===== src/design/div_pkg.sv =====
`default_nettype none

package div_pkg;

    // operand width of the integer datapath
    localparam int xlen = 32;

    // radix-16 digits, one per step
    localparam int digit_bits = 4;
    localparam int num_steps = xlen / digit_bits;

    // divisor times 1 through 15
    localparam int num_multiples = 2**digit_bits - 1;

    // registered steps are those with index % stage_period == stage_mod,
    // which with these values gives steps 0, 3 and 6
    localparam int stage_period = 3;
    localparam int stage_mod = 0;

    // cycles from the accepted cycle to the done cycle
    localparam int core_latency = 3;

    // matches funct3[1:0] of the M-extension divide group
    typedef enum logic [1:0] {
        op_div  = 2'd0,
        op_divu = 2'd1,
        op_rem  = 2'd2,
        op_remu = 2'd3
    } div_op_t;

    // travels with each division through the core
    typedef struct packed {
        // return the remainder instead of the quotient
        logic rem_sel;
        // two's complement the selected result
        logic negate;
    } div_tag_t;

    // partial results handed from one digit step to the next
    typedef struct packed {
        logic [xlen-1:0]   quo;
        // current remainder in the upper half, unused dividend bits below
        logic [2*xlen-1:0] rem;
    } div_state_t;

    // one divisor multiple, wide enough for 15 * divisor
    typedef logic [xlen+digit_bits-1:0] multiple_t;

endpackage

`default_nettype wire


===== src/design/div_sign_adjust.sv =====
`timescale 1ns/10ps
`default_nettype none

module div_sign_adjust import div_pkg::*; (
    // operands on their way into the core
    input  wire div_op_t    op,
    input  wire [xlen-1:0]  rs1,
    input  wire [xlen-1:0]  rs2,
    output logic [xlen-1:0] a_mag,
    output logic [xlen-1:0] b_mag,
    output div_tag_t        tag,

    // results on their way out of the core
    input  wire [xlen-1:0]  quo,
    input  wire [xlen-1:0]  rem,
    input  wire div_tag_t   ret_tag,
    output logic [xlen-1:0] rd
);

    logic            is_signed;
    logic            a_neg;
    logic            b_neg;
    logic            b_zero;
    logic [xlen-1:0] sel_result;

    // div and rem are the even encodings
    assign is_signed = (op == op_div) || (op == op_rem);

    assign a_neg  = is_signed & rs1[xlen-1];
    assign b_neg  = is_signed & rs2[xlen-1];
    assign b_zero = (rs2 == '0);

    // most negative value maps onto 2**31, still fine as unsigned
    assign a_mag = a_neg ? -rs1 : rs1;
    assign b_mag = b_neg ? -rs2 : rs2;

    always_comb begin
        tag.rem_sel = (op == op_rem) || (op == op_remu);
        if (tag.rem_sel) begin
            // remainder follows the dividend sign
            tag.negate = a_neg;
        end else begin
            // divide by zero keeps the all ones quotient as is
            tag.negate = (a_neg ^ b_neg) & ~b_zero;
        end
    end

    // result select and sign restore
    assign sel_result = ret_tag.rem_sel ? rem : quo;
    assign rd         = ret_tag.negate ? -sel_result : sel_result;

endmodule

`default_nettype wire


===== config.mk =====
export PLATFORM = sky130hd
export DESIGN_NAME = div_sign_adjust
export DESIGN_NICKNAME = d
export VERILOG_FILES = /design/src/design/div_pkg.sv /design/src/design/div_sign_adjust.sv
export SDC_FILE = /design/constraint.sdc
export NUM_CORES = 1
export LEC_CHECK = 0
export BUFFER_PORTS_ARGS = -buffer_cell sky130_fd_sc_hd__buf_2
export CORE_AREA = 2 2 89 91
export DETAILED_ROUTE_END_ITERATION = 6
export DIE_AREA = 0 0 91 93
export GPL_TIMING_DRIVEN = 0
export PLACE_DENSITY = 0.74
export SYNTH_ARGS = -nofsm -noshare
export SYNTH_HDL_FRONTEND = slang
export SYNTH_SLANG_ARGS = --single-unit

===== constraint.sdc =====
create_clock -name vclk -period 2.8
set_clock_uncertainty 0.1 [all_clocks]
set_input_delay 0 -clock vclk [all_inputs]
set_output_delay 0 -clock vclk [all_outputs]
set_load 0.03 [all_outputs]

==> results of run 1 <==
[stage by stage]
stage                     setup TNS [ns]  setup slack [ns]
after global placement             -4.22            -0.546
final                                  0             0.204
after floorplan                        0            0.0332
after global routing                   0            0.0406
after detailed placement           -4.80            -0.603
after CTS                              0            0.0450
[area by class of cell]
cell class / count / share of cell area
multi-input cells: 366 / 0.650
inverters: 12 / 0.0110
plain buffers: 20 / 0.0284
repair buffers: 229 / 0.280
well taps: 102 / 0.0311
[worst min path at each step]
stage                           end  slack (ns)  cells past startpoint
after global routing      b_mag[28]        0.23                      3
final                     b_mag[13]        0.22                      3
after detailed placement  b_mag[13]        0.22                      3
after global placement    b_mag[13]        0.21                      3
after CTS                 b_mag[13]        0.22                      3
after floorplan              tag[0]        0.01                      1
[critical path: cells and delay by family]
| kind | cells | cell delay, ns |
|---|---|---|
| xor gates and xnor gates | 1 | 0.14 |
| AOI/OAI and AO/OA | 1 | 0.41 |
| muxes | 1 | 0.26 |
| buffers and inverters | 6 | 1.21 |
| adders and majority gates | 1 | 0.19 |
| and+or+nand+nor | 2 | 0.26 |
[per-layer routing]
metal	global-route usage	vias to the layer above
li1	-	1920
met1	0.293	1849
met2	0.423	208
met3	0.0355	26
met5	0	-
met4	0.0631	0
[logic make-up (layout without fill, tap and decap cells)]
| family | after synthesis | after routing |
|---|---|---|
| AOI/OAI and AO/OA | 94 | 94 |
| xor gates and xnor gates | 88 | 88 |
| adders and majority gates | 3 | 3 |
| buffers and inverters | 34 | 261 |
| muxes | 33 | 33 |
| and+or+nand+nor | 148 | 148 |
[cells in the final DEF (no fill, tap or decap), types with 6 or more instances in the layout]
cell type / synthesis / layout
o31ai_1: 11 / 11
a21oi_1: 31 / 31
nor2_1: 33 / 33
nand2b_1: 7 / 7
xnor2_1: 37 / 37
mux2i_1: 26 / 25
o21ai_0: 25 / 25
xor2_1: 51 / 50
nor3_1: 21 / 21
nand2_1: 24 / 24
nor3b_1: 7 / 7
inv_1: 12 / 12
mux2_2: 7 / 7
or4_1: 7 / 7
clkbuf_1: 10 / 10
nor4_1: 10 / 10
buf_2: 7 / 232
a31oi_1: 6 / 6
[power by group through the flow]
stage               clock [mW]  sequential [mW]  combinational (mW)
CTS                          0                0               0.971
finish                       0                0               0.969
global route                 0                0                1.03
detailed placement           0                0               0.963
global placement             0                0               0.955
floorplan                    0                0               0.614
[timing repair]
| action | 4_1_cts | 5_1_grt |
|---|---|---|
| buffers inserted | 0 | 0 |
| endpoints found under the setup margin | 13 | 5 |
| gates resized for setup | 7 | 0 |
==> flow_metrics.py, run 1 <==
metrics = {
    "routing": {
        "viasPerCell": 5.49,
        "met2_length_mm": 5.31,
        "wl_mm": 10.9,
        "drtIter0Drc": 153,
        "wl_per_cell_um": 14.9,
        "wl_met1_mm": 4.44,
        "vias": 4003,
        "wl_met3_um": 849,
        "drtPass1Iterations": 5,
        "dr.max_layer_used": "met4",
        "ant_nets": 0,
        "route.detailed.drc": 0,
    },
    "cells_and_area": {
        "multiInputGateArea_um2": 2660,
        "nFillCells": 771,
        "post-route-util": 0.544,
        "seq_cells": 0,
        "area_growth_pct": 46.4,
        "layoutNonFillerInstCount": 729,
        "regArea_um2": 0,
        "final.clkbuf_count": 0,
        "fin_nets": 764,
        "postLayoutCellArea_um2": 4100,
        "drive_gt1_frac": 0.427,
        "antenna-diode-count": 0,
    },
    "logic_synthesis": {
        "yosysMostFrequentCell": "xor2_1",
        "synth_mux_area_frac": 0.121,
        "syn_area_um2": 2800,
        "yosys-top-cells-count": "51 x xor2_1, 37 x xnor2_1, 33 x nor2_1",
        "synth_compound_area_frac": 0.228,
        "synth_area_leaders": "xor2_1 16%, xnor2_1 12%, mux2i_1 9.3%",
        "synth_seq_area_share": 0,
        "synth_nets": 535,
        "synth_fa_ha_area_frac": 0.0134,
        "ys_types": 55,
        "synth_cells": 400,
        "postSynthAreaPerCell_um2": 7.00,
        "synthXorXnorAreaFrac": 0.275,
        "yosys_warnings": 0,
        "synth_top_area_share": 0.160,
        "synthSimpleGateAreaFrac": 0.305,
        "synth_top_family_by_area": "simple AND/OR/NAND/NOR gates",
        "synth_area_leader_cell": "xor2_1",
    },
    "timing": {
        "rsz0062_at_grt": "no",
        "whs_ns": 0.216,
        "slew_violations": 0,
        "layout_min_cycle_time_ns": 2.60,
        "fmax_mhz": 385,
        "period_share": 0.927,
        "finalHoldViolations": 0,
        "setup_violations": 0,
        "relSlewSlack": 0.479,
        "worstMarginPinSlew_ns": 0.774,
    },
    "worst_setup_path": {
        "slowest_stage": "o41ai_4",
        "cp.arrival_ns": 2.50,
        "start_kind": "input port",
        "worstPathMaxFanout": 28,
        "slowest_delay_ns": 0.41,
        "path_class": "in -> out",
        "worstPathCellList": "buf_2 -> buf_6 -> buf_6 -> buf_6 -> mux2i_2 -> ha_1 -> nor2_1 -> nand4bb_1 -> buf_2 -> o41ai_4 -> xor2_2 -> buf_2",
        "worst_setup_path_end_kind": "primary output",
        "cp-endpoint": "rd[26]",
        "cp.required_ns": 2.70,
        "crit_start": "ret_tag[1]",
    },
    "floorplanning": {
        "die_y_um": 93,
        "die-area_um2": 8460,
        "die_w_um": 91,
        "num_io_pins": 230,
        "rows": 32,
        "core_um2": 7530,
        "start_util": 0.372,
    },
    "placement": {
        "port_buffers": 229,
        "place_area_um2": 4080,
        "finalWeightedCongestion": 0.932,
        "dp_hpwl_mm": 9.35,
        "place_inst": 731,
    },
    "global_route": {
        "grt_max_degree": 20,
        "antenna_found_initial": 0,
        "gr-total-overflow": 0,
        "grt_pass1_wl_mm": 17.1,
        "grt_pass1_vias": 3799,
        "track_usage": 0.236,
    },
    "outcome": {
        "status": "complete, no violations",
    },
    "pwr": {
        "switching_power_uw": 643,
        "power.density_nw_per_um2": 237,
        "p_total_uw": 969,
        "intPower_uw": 326,
        "power.leakage_nw": 1.95,
        "share_comb_of_total_power": 1.000,
        "pwr-share-seq": 0,
        "swShare": 0.663,
        "pwr-share-clk": 0,
        "max-vdd-ir-drop_mv": 0.146,
    },
    "clock_tree": {
        "ctsHoldBuffers": 0,
    },
    "hold_path": {
        "hp-start": "rs2[13]",
        "min_path_type": "in -> out",
    },
    "run": {
        "cap_violations": 0,
    },
}
(Power assumes the default switching activity.)
==> run 2: changes to the inputs <==
CORE_AREA = not set   (was 2 2 89 91)
CORE_ASPECT_RATIO = 0.6   (was not set)
CORE_UTILIZATION = 41   (was not set)
DIE_AREA = not set   (was 0 0 91 93)
PLACE_DENSITY = 0.8   (was 0.74)
==> run 2 against run 1 <==
Compared with the run above: design area is 0.82% lower; total power is 0.52% lower; non-clock buffer count is 1 lower; flip-flop and latch count stayed put; sequential share of layout area stayed put; combinational power is 0.5% lower; utilization is 9.5 points higher; die area is 15% lower; setup slack better by 0.077 ns; first-iteration DRC count is 61% higher; maximum frequency is 3.0% higher; critical path type unchanged.
==> flow_metrics.py, run 2 (synthesized netlist as in run 1, its figures left out) <==
metrics = {
    "worst_setup_path": {
        "start_kind": "input port",
        "cp.arrival_ns": 2.42,
        "worstPathMaxFanout": 7,
        "cp.required_ns": 2.70,
        "worst_setup_path_end_kind": "primary output",
        "path_class": "in -> out",
    },
    "placement": {
        "dp_hpwl_mm": 9.19,
        "port_buffers": 229,
        "finalWeightedCongestion": 0.902,
    },
    "pwr": {
        "power.leakage_nw": 1.95,
        "max-vdd-ir-drop_mv": 0.152,
        "intPower_uw": 325,
        "swShare": 0.663,
        "power.density_nw_per_um2": 237,
        "pwr-share-clk": 0,
        "share_comb_of_total_power": 1.000,
        "pwr-share-seq": 0,
        "switching_power_uw": 639,
        "p_total_uw": 964,
    },
    "cells_and_area": {
        "post-route-util": 0.639,
        "seq_cells": 0,
        "fin_nets": 763,
        "area_growth_pct": 45.2,
        "final_common_cell": "buf_2",
        "final.clkbuf_count": 0,
        "layout_common_cells": "232 x buf_2, 50 x xor2_1, 37 x xnor2_1, 33 x nor2_1, 31 x a21oi_1",
        "regArea_um2": 0,
        "drive_gt1_frac": 0.427,
        "antenna-diode-count": 0,
    },
    "floorplanning": {
        "start_util": 0.440,
        "core_um2": 6360,
        "num_io_pins": 230,
        "die_y_um": 66,
        "rows": 22,
        "die-area_um2": 7170,
        "die_w_um": 109,
    },
    "timing": {
        "worstMarginPinSlew_ns": 0.770,
        "rsz0062_at_grt": "no",
        "fin_setup_tns_ns": 0,
        "setup_violations": 0,
        "slew_violations": 0,
        "layout_min_cycle_time_ns": 2.52,
        "finalHoldViolations": 0,
        "relSlewSlack": 0.482,
        "period_share": 0.900,
        "fmax_mhz": 397,
    },
    "routing": {
        "drtIter0Drc": 246,
        "drtPass1Iterations": 5,
        "wl_mm": 10.8,
        "ant_nets": 0,
        "viasPerCell": 5.52,
        "route.detailed.drc": 0,
        "vias": 3922,
        "wl_per_cell_um": 15.2,
    },
    "global_route": {
        "grt_pass1_wl_mm": 16.7,
        "gr-total-overflow": 0,
        "antenna_found_initial": 0,
        "grt_pass1_vias": 3703,
        "grt_max_degree": 20,
        "track_usage": 0.286,
    },
    "run": {
        "cap_violations": 0,
    },
    "clock_tree": {
        "postCtsSetupBuffers": 0,
    },
    "hold_path": {
        "min_path_type": "in -> out",
    },
    "outcome": {
        "status": "complete, no violations",
    },
}
==> run 2: cell types whose count changed in the layout (fill, tap and decap cells not counted) <==
cell and delta:
buf_6 -1
==> run 2: worst max-delay path, stage by stage <==
cell and delay [ns]:
buf_2 0.11, or4_4 0.54, nor4_1 0.69, and3_1 0.24
clkbuf_1 0.28, a31oi_1 0.16, xor2_1 0.17, buf_2 0.22
==> run 2: worst paths after layout <==
kind | startpoint | depth (start not counted) | to
worst max-delay path | rs2[9] | 8 | b_mag[27]
worst min-delay path | rs1[21] | 3 | a_mag[21]
==> run 2: timing repair <==
action | 4_1_cts | 5_1_grt
setup endpoints to repair | 13 | 7
hold buffers | 0 | 0
resized for setup | 5 | 1
==> run 2: metrics by stage <==
step	std cells	setup WS [ns]	instance area [µm²]	hold slack, ns
floorplan	400	0.0332	2810	0.00958
global placement	713	-0.526	4060	0.216
detailed placement	713	-0.576	4060	0.220
CTS	712	0.00435	4080	0.220
global route	710	0.0927	4060	0.233
finish	710	0.280	4060	0.217
==> run 2: layout make-up <==
type | instances | area (µm²)
tap | 84 | 105
fill | 602 | 2290
multi-input combinational | 366 | 2660
buffer | 19 | 105
timing repair buffer | 229 | 1150
inverter | 12 | 45.0
==> run 2: power groups by stage <==
stage                     combinational [mW]  clock [mW]  sequential, mW
after detailed placement               0.957           0               0
final                                  0.964           0               0
after CTS                              0.964           0               0
after global routing                    1.02           0               0
after floorplan                        0.614           0               0
after global placement                 0.946           0               0
==> run 2: per-layer routing <==
metal | share of wire | track usage
met1 | 0.42 | 0.339
met4 | 0.019 | 0.0726
met5 | 0 | 0
met3 | 0.072 | 0.0286
met2 | 0.49 | 0.549
